===== src/pcs_tx_pkg.sv =====
//////////////////////////////////////////////////////////////////////
// PCS transmit code-group package
// Widths, ordered-set request codes, symbol and request types,
// the 8b/10b table for the supported characters and the running
// disparity rule shared by the transmit blocks
//////////////////////////////////////////////////////////////////////
`default_nettype none

package pcs_tx_pkg;

    localparam int oset_w = 8;  // Ordered-set request and data byte
    localparam int cg_w   = 10; // One 8b/10b code group, abcdei fghj

    // Request codes on tx_o_set
    localparam logic [oset_w-1:0] oset_idle  = 8'b10111100;
    localparam logic [oset_w-1:0] oset_data  = 8'b11111111;
    localparam logic [oset_w-1:0] oset_start = 8'b11111011;
    localparam logic [oset_w-1:0] oset_end   = 8'b11111101;
    localparam logic [oset_w-1:0] oset_ext   = 8'b11110111;

    localparam logic [oset_w-1:0] data_max = 8'd9; // Highest data byte, D9.0

    typedef enum logic [1:0] {
        req_none,
        req_idle,
        req_data,
        req_special
    } req_kind_t;

    // T is named sym_term since sym_t is the type itself
    typedef enum logic [3:0] {
        sym_k28_5,  // Comma, first group of an idle
        sym_d5_6,   // I1 second group
        sym_d16_2,  // I2 second group
        sym_s,      // K27.7 start of packet
        sym_term,   // K29.7 end of packet
        sym_r,      // K23.7 carrier extend
        sym_data    // D0.0 to D9.0, value in digit
    } sym_t;

    typedef struct packed {
        logic       emit;  // A group goes out this cycle
        sym_t       sym;
        logic [3:0] digit; // Data value 0 to 9
        logic       last;  // Group ends an ordered set
    } cg_req_t;

    typedef struct packed {
        logic [cg_w-1:0] neg; // RD- column
        logic [cg_w-1:0] pos; // RD+ column
    } cg_pair_t;

    //////////////////////////////////////////////////////////////////////
    // Code groups, bit 9 is a and bit 0 is j
    function automatic cg_pair_t code_table(input sym_t sym, input logic [3:0] digit);
        cg_pair_t pair;
        pair = '0;
        case (sym)
            sym_k28_5: pair = '{neg: 10'b0011111010, pos: 10'b1100000101};
            sym_d5_6:  pair = '{neg: 10'b1010010110, pos: 10'b1010010110};
            sym_d16_2: pair = '{neg: 10'b0110110101, pos: 10'b1001000101};
            sym_s:     pair = '{neg: 10'b1101101000, pos: 10'b0010010111};
            sym_term:  pair = '{neg: 10'b1011101000, pos: 10'b0100010111};
            sym_r:     pair = '{neg: 10'b1110101000, pos: 10'b0001010111};
            sym_data:
            begin
                case (digit)
                    4'd0: pair = '{neg: 10'b1001110100, pos: 10'b0110001011};
                    4'd1: pair = '{neg: 10'b0111010100, pos: 10'b1000101011};
                    4'd2: pair = '{neg: 10'b1011010100, pos: 10'b0100101011};
                    4'd3: pair = '{neg: 10'b1100011011, pos: 10'b1100010100};
                    4'd4: pair = '{neg: 10'b1101010100, pos: 10'b0010101011};
                    4'd5: pair = '{neg: 10'b1010011011, pos: 10'b1010010100};
                    4'd6: pair = '{neg: 10'b0110011011, pos: 10'b0110010100};
                    4'd7: pair = '{neg: 10'b1110001011, pos: 10'b0001110100};
                    4'd8: pair = '{neg: 10'b1110010100, pos: 10'b0001101011};
                    4'd9: pair = '{neg: 10'b1001011011, pos: 10'b1001010100};
                    default: pair = '0;
                endcase
            end
            default: pair = '0;
        endcase
        return pair;
    endfunction

    //////////////////////////////////////////////////////////////////////
    // Running disparity after one group, 6b sub-block then 4b sub-block
    function automatic logic rd_next(input logic [cg_w-1:0] cg, input logic rd);
        logic [5:0] sb6;
        logic [3:0] sb4;
        logic [2:0] ones6;
        logic [2:0] ones4;
        logic       rd_mid;
        logic       rd_out;
        sb6   = cg[9:4];
        sb4   = cg[3:0];
        ones6 = '0;
        ones4 = '0;
        for (int i = 0; i < 6; i++)
            ones6 = ones6 + 3'(sb6[i]);
        for (int i = 0; i < 4; i++)
            ones4 = ones4 + 3'(sb4[i]);

        if (ones6 > 3'd3 || sb6 == 6'b000111)
            rd_mid = 1'b1;
        else if (ones6 < 3'd3 || sb6 == 6'b111000)
            rd_mid = 1'b0;
        else
            rd_mid = rd; // Neutral block keeps the disparity

        if (ones4 > 3'd2 || sb4 == 4'b0011)
            rd_out = 1'b1;
        else if (ones4 < 3'd2 || sb4 == 4'b1100)
            rd_out = 1'b0;
        else
            rd_out = rd_mid;
        return rd_out;
    endfunction

endpackage

`default_nettype wire


===== src/pcs_tx_code_group.sv =====
//////////////////////////////////////////////////////////////////////
// PCS transmit code-group stage
// Decoder, ordered-set sequencer and 8b/10b encoder
//////////////////////////////////////////////////////////////////////
`timescale 1ns/1ns
`default_nettype none

module pcs_tx_code_group
    import pcs_tx_pkg::*;
(
    input  logic              clk,
    input  logic              rst,
    input  logic              power_on,
    input  logic [oset_w-1:0] tx_o_set,
    input  logic [oset_w-1:0] data_o_set,
    output logic [cg_w-1:0]   tx_code_group,
    output logic              tx_oset_indicate
);

    req_kind_t  kind;
    logic [3:0] digit;
    cg_req_t    req;
    logic       rd_pos; // Encoder disparity back to the sequencer

    pcs_tx_oset_decode pcs_tx_oset_decode_i (
        .tx_o_set   (tx_o_set),
        .data_o_set (data_o_set),
        .power_on   (power_on),
        .kind       (kind),
        .digit      (digit)
    );

    pcs_tx_sequencer pcs_tx_sequencer_i (
        .clk    (clk),
        .rst    (rst),
        .kind   (kind),
        .digit  (digit),
        .oset   (tx_o_set),
        .rd_pos (rd_pos),
        .req    (req)
    );

    pcs_tx_encoder pcs_tx_encoder_i (
        .clk              (clk),
        .rst              (rst),
        .req              (req),
        .rd_pos           (rd_pos),
        .tx_code_group    (tx_code_group),
        .tx_oset_indicate (tx_oset_indicate)
    );

endmodule

`default_nettype wire


===== src/pcs_tx_encoder.sv =====
//////////////////////////////////////////////////////////////////////
// 8b/10b code-group encoder
// Looks up the group in the column of the current disparity,
// registers the outputs and keeps the running disparity
//////////////////////////////////////////////////////////////////////
`timescale 1ns/1ns
`default_nettype none

module pcs_tx_encoder
    import pcs_tx_pkg::*;
(
    input  logic            clk,
    input  logic            rst,
    input  cg_req_t         req,
    output logic            rd_pos,           // 1 means positive
    output logic [cg_w-1:0] tx_code_group,
    output logic            tx_oset_indicate
);

    cg_pair_t        pair;
    logic [cg_w-1:0] group;
    logic            rd_after;

    //////////////////////////////////////////////////////////////////////
    // Table lookup
    always_comb
    begin
        pair     = code_table(req.sym, req.digit);
        group    = rd_pos ? pair.pos : pair.neg;
        rd_after = rd_next(group, rd_pos);
    end

    //////////////////////////////////////////////////////////////////////
    // Output and disparity registers
    always_ff @(posedge clk)
    begin
        if (!rst)
        begin
            tx_code_group    <= '0;
            tx_oset_indicate <= 1'b0;
            rd_pos           <= 1'b0; // Start at RD-
        end
        else
        begin
            tx_oset_indicate <= req.emit & req.last; // One pulse per set end
            if (req.emit)
            begin
                tx_code_group <= group;
                rd_pos        <= rd_after;
            end
            // No emission holds group and disparity
        end
    end

endmodule

`default_nettype wire


===== src/pcs_tx_oset_decode.sv =====
//////////////////////////////////////////////////////////////////////
// Ordered-set request decoder
// Sorts tx_o_set and the data byte into one request kind
//////////////////////////////////////////////////////////////////////
`timescale 1ns/1ns
`default_nettype none

module pcs_tx_oset_decode
    import pcs_tx_pkg::*;
(
    input  logic [oset_w-1:0] tx_o_set,
    input  logic [oset_w-1:0] data_o_set,
    input  logic              power_on,
    output req_kind_t         kind,
    output logic [3:0]        digit
);

    always_comb
    begin
        kind = req_none;
        if (power_on)
        begin
            case (tx_o_set)
                oset_idle: kind = req_idle;
                oset_data:
                begin
                    // Only D0 to D9 are in the table
                    if (data_o_set <= data_max)
                        kind = req_data;
                end
                oset_start,
                oset_end,
                oset_ext:  kind = req_special;
                default:   kind = req_none; // Unknown code
            endcase
        end
    end

    assign digit = data_o_set[3:0]; // Meaningful only with req_data

endmodule

`default_nettype wire


===== src/pcs_tx_sequencer.sv =====
//////////////////////////////////////////////////////////////////////
// Ordered-set sequencer
// Picks the symbol for each cycle; an idle takes two cycles,
// data and special groups take one
//////////////////////////////////////////////////////////////////////
`timescale 1ns/1ns
`default_nettype none

module pcs_tx_sequencer
    import pcs_tx_pkg::*;
(
    input  logic              clk,
    input  logic              rst,
    input  req_kind_t         kind,
    input  logic [3:0]        digit,
    input  logic [oset_w-1:0] oset,   // Tells S, T and R apart
    input  logic              rd_pos, // Disparity after the last group
    output cg_req_t           req
);

    typedef enum logic {
        st_ready,
        st_idle_second
    } state_t;

    state_t state;
    state_t state_nxt;

    always_ff @(posedge clk)
    begin
        if (!rst)
            state <= st_ready;
        else
            state <= state_nxt;
    end

    //////////////////////////////////////////////////////////////////////
    // Symbol selection
    always_comb
    begin
        state_nxt = state;
        req.emit  = 1'b0;
        req.sym   = sym_k28_5;
        req.digit = '0;
        req.last  = 1'b0;

        case (state)
            st_ready:
            begin
                case (kind)
                    req_idle:
                    begin
                        req.emit  = 1'b1; // Comma first, set not done yet
                        req.sym   = sym_k28_5;
                        state_nxt = st_idle_second;
                    end
                    req_data:
                    begin
                        req.emit  = 1'b1;
                        req.sym   = sym_data;
                        req.digit = digit;
                        req.last  = 1'b1;
                    end
                    req_special:
                    begin
                        req.emit = 1'b1;
                        req.last = 1'b1;
                        case (oset)
                            oset_start: req.sym = sym_s;
                            oset_end:   req.sym = sym_term;
                            default:    req.sym = sym_r;
                        endcase
                    end
                    default: req.emit = 1'b0; // Nothing to send
                endcase
            end

            st_idle_second:
            begin
                // rd_pos is already past K28.5, so it is the inverse of the
                // disparity at the start of the set. Positive here means
                // the set began negative, which calls for I2
                req.emit  = 1'b1;
                req.sym   = rd_pos ? sym_d16_2 : sym_d5_6;
                req.last  = 1'b1;
                state_nxt = st_ready; // Request in this cycle is dropped
            end

            default: state_nxt = st_ready;
        endcase
    end

endmodule

`default_nettype wire


===== config.mk =====
export PLATFORM = sky130hd
export DESIGN_NAME = pcs_tx_code_group
export DESIGN_NICKNAME = d
export VERILOG_FILES = /design/src/pcs_tx_pkg.sv /design/src/pcs_tx_code_group.sv /design/src/pcs_tx_encoder.sv /design/src/pcs_tx_oset_decode.sv /design/src/pcs_tx_sequencer.sv
export SDC_FILE = /design/constraint.sdc
export NUM_CORES = 1
export LEC_CHECK = 0
export ABC_CLOCK_PERIOD_IN_PS = 6450
export BUFFER_PORTS_ARGS = -buffer_cell sky130_fd_sc_hd__clkbuf_2
export CAP_MARGIN = 20
export CORE_MARGIN = 3
export CORE_UTILIZATION = 43
export DETAILED_ROUTE_END_ITERATION = 10
export HOLD_SLACK_MARGIN = 0.05
export PLACE_DENSITY = 0.68
export SLEW_MARGIN = 15
export SYNTH_ARGS = -nofsm -noshare
export SYNTH_HDL_FRONTEND = slang
export SYNTH_SLANG_ARGS = --single-unit

===== constraint.sdc =====
create_clock -name clk -period 6.45 [get_ports clk]
set_input_delay 0 -clock clk [delete_from_list [all_inputs] [get_ports clk]]
set_output_delay 0 -clock clk [all_outputs]
set_load 0.1 [all_outputs]

==> summary.txt <==
Yosys
  • Most used flip-flop cell after synthesis: dfxtp_1
  • Post-synthesis sequential element count: 13
  • Number of enable flip-flop cells after synthesis: 0
  • Syn avg cell area: 7.34 sq um
  • Sequential area share after synthesis: 0.160
  • Syn Std Cell Area: 1630 sq um
  • Async SR Flop Fraction: 0
  • Synthesized instance count: 222
  • Post-synthesis cell type count: 60
  • Synthesized Nets: 259
  • Yosys warning count: 0

CTS
  • TritonCTS clock tree: yes
  • Post-CTS setup buffer count: 0
  • H-tree lvl count: 1
  • Clock Tree Root: clkbuf_8
  • TritonCTS buffer count: 3
  • Clock Latency Late Sink: 0.24 ns
  • CTS max path bufs: 2
  • Post-CTS Resized: 0
  • CTS clk-pin slew, worst paths: 0.06 ns
  • Post-cts hold buffer count: 1
  • TritonCTS Sinks: 13

Setup path
  • Worst reg2reg path depth: 20
  • Crit start category: flip-flop
  • R2R Setup Slk: 0.95 ns
  • CP Data Required Time: 6.63 ns
  • Crit path kind: reg2reg
  • WP buf/inv: 4
  • Slowest cell on crit path: or3_1
  • Crit-path cells: or3_1, nor3_1, buf_4, and2_1, inv_1, ha_1, a21oi_1, nor2_1, or3_4, a32oi_1, inv_1, ha_1, inv_1, fa_1, fa_1, fa_1, nor4b_1, o31ai_1, or4b_1, nand3_1
  • Crit-path max FO: 9
  • Setup crit end kind: flip-flop
  • Slowest stage delay, CP: 0.51 ns
  • R2r startpoint: pcs_tx_sequencer_i.state
  • Arrival time worst endpoint: 5.68 ns
  • Delay-heaviest family, CP: simple AND/OR/NAND/NOR gates
  • Crit path depth: 20
  • Critical R2R Capture: pcs_tx_encoder_i.rd_pos

Global routing
  • GRT Total Usage: 0.204
  • Initial antenna violation count: 0
  • Number of global-route vias before repair: 1582
  • Largest net degree at the start of global routing: 20
  • Grt total ovfl: 0
  • First-pass GRT wire length: 7240 um

STA
  • Final hold slack: 0.395 ns
  • Final TNS setup: 0 ns
  • Achievable Freq: 0.182 GHz
  • Final period utilization: 0.852
  • Pins Over Slew Limit: 0
  • Clock skew: 0.00423 ns
  • Rel. slew slack: 0.506
  • Setup Viol. Count Final: 0
  • Slew @ Worst Pin: 0.732 ns
  • Fin. Hold Viols: 0
  • RSZ-0062 raised after global routing: false
  • Final min period: 5.50 ns

Hold path
  • Min-delay src: tx_o_set[0]
  • Hold endpoint: pcs_tx_encoder_i.tx_oset_indicate
  • Hold Path Class: in2reg
  • Hold Crit Depth: 5

Floorplanning
  • Initial Utilization: 0.466
  • Die ar.: 4560 sq um
  • Die height: 67.6 um
  • Core area: 3490 sq um
  • Row cnt: 21
  • # IOs: 30
  • Chip Width: 67.6 um

Final layout
  • Finished Cell Area: 1850 sq um
  • Post-Route Utilization: 0.528
  • Filler cell count: 354
  • Share of layout cells above drive strength 1: 0.183
  • Layout Area Growth over Synthesis: 13.3%
  • Most frequent cells in the layout: clkbuf_2, nand2_1, inv_1, a21oi_1
  • Nets: 284
  • Ant. Diodes: 0
  • Most common cell after layout, fill and taps aside: clkbuf_2

Detailed routing
  • # DRC: 0
  • Avg WL per Cell: 14.9 um
  • Post-DRT Antenna Nets: 0
  • Routed WL: 4340 um
  • Vias/cell: 5.84
  • Vias: 1705
  • DR iter-0 viols: 148
  • Drt pass-1 iters: 4

Place
  • Port buffer count: 29
  • Placed cell areas: 1790 sq um
  • Dpl hpwl: 3430 um
  • Routability cong.: 0.908

Power
  • Pleak: 0.806 nW
  • Power per cell area: 126 nW/um^2
  • Max IR drop VDD: 0.0858 mV

Status
  • Status: finished clean

Flow run
  • Max Cap Viol: 0
==> sequential cells by signal, indices dropped and copies added, names as in the netlist <==
name / flops
pcs_tx_encoder_i.rd_pos: 1
pcs_tx_encoder_i.tx_oset_indicate: 1
pcs_tx_sequencer_i.state: 1
pcs_tx_encoder_i.tx_code_group: 10
==> report_power, final <==
group / internal [mW] / switching (mW)
clock: 0.0437 / 0.0309
combinational: 0.0278 / 0.0469
sequential: 0.0817 / 0.00166
total: 0.153 / 0.0795
==> routing by layer <==
metal	vias to the layer above	share of wire	GRT usage	wire [um]
met5	-	0	0	0
met4	0	0.022	0.0506	95
met3	10	0.072	0.0349	311
met2	63	0.43	0.311	1880
met1	770	0.47	0.296	2050
li1	862	-	-	-
==> Yosys cell counts (2+ instances only) <==
library cell / n / area [sq um]
nand4_1: 2 / 12.5
nand2_1: 27 / 101
and3_1: 6 / 37.5
nand3b_1: 3 / 22.5
or2_2: 2 / 12.5
nor3_1: 9 / 45.0
nor2_1: 14 / 52.6
dfxtp_1: 13 / 260
a31oi_1: 2 / 12.5
o21a_1: 2 / 15.0
ha_1: 14 / 175
a211oi_1: 7 / 52.6
a21o_1: 2 / 15.0
or3_1: 3 / 18.8
inv_1: 19 / 71.3
a311o_1: 2 / 20.0
clkbuf_1: 9 / 33.8
fa_1: 4 / 80.1
and2_1: 4 / 25.0
nor4_1: 2 / 12.5
a21oi_1: 18 / 90.1
o41ai_1: 2 / 17.5
nand4b_1: 2 / 17.5
o21ai_0: 11 / 55.1
o22ai_1: 2 / 12.5
o31ai_1: 2 / 15.0
nand3_1: 5 / 25.0
or3_4: 2 / 22.5
==> worst reg2reg max path: cells and delay by family, from the launching register on <==
kind	cells	cell delay (ns)
DFF	1	0.35
buffers and inverters	4	0.45
and+or+nand+nor	8	2.27
AOI/OAI and AO/OA	3	0.61
adders and majority gates	5	1.78
==> cell families (layout without fill, tap and decap cells) <==
family                     count (synthesis)  in the layout  synth area share
adders and majority gates                 18             18             0.157
and+or+nand+nor                           91             91             0.302
xor gates and xnor gates                   2              2            0.0108
buffers and inverters                     30             54            0.0737
DFF                                       13             13             0.160
muxes                                      2              2            0.0131
AOI/OAI and AO/OA                         66             66             0.284
==> worst max-delay path by stage <==
| stage | start | to | slack (ns) |
|---|---|---|---|
| final | pcs_tx_sequencer_i.state | pcs_tx_encoder_i.rd_pos | 0.95 |
| after global routing | pcs_tx_sequencer_i.state | pcs_tx_encoder_i.rd_pos | 0.60 |
| after CTS | pcs_tx_sequencer_i.state | pcs_tx_encoder_i.rd_pos | 0.96 |
| after detailed placement | pcs_tx_sequencer_i.state | pcs_tx_encoder_i.rd_pos | 0.98 |
| after global placement | pcs_tx_sequencer_i.state | pcs_tx_encoder_i.rd_pos | 1.12 |
| after floorplan | pcs_tx_sequencer_i.state | pcs_tx_encoder_i.rd_pos | 1.09 |
==> per-stage QoR <==
step	setup slack [ns]	power (mW)	std cells
floorplan	1.09	0.138	222
global placement	1.12	0.156	287
detailed placement	0.977	0.158	287
CTS	0.963	0.233	292
global route	0.601	0.247	292
finish	0.952	0.233	292
==> final cells by class <==
| type | count | area [sq um] | share of cell area |
|---|---|---|---|
| Clock buffer | 4 | 45.0 | 0.0244 |
| Inverter | 19 | 71.3 | 0.0386 |
| Timing Repair Buffer | 31 | 163 | 0.0881 |
| Multi-Input combinational cell | 179 | 1250 | 0.677 |
| Sequential cell | 13 | 260 | 0.141 |
| Tap cell | 46 | 57.6 | 0.0312 |
Note: power is estimated with default switching activity, not from simulation.
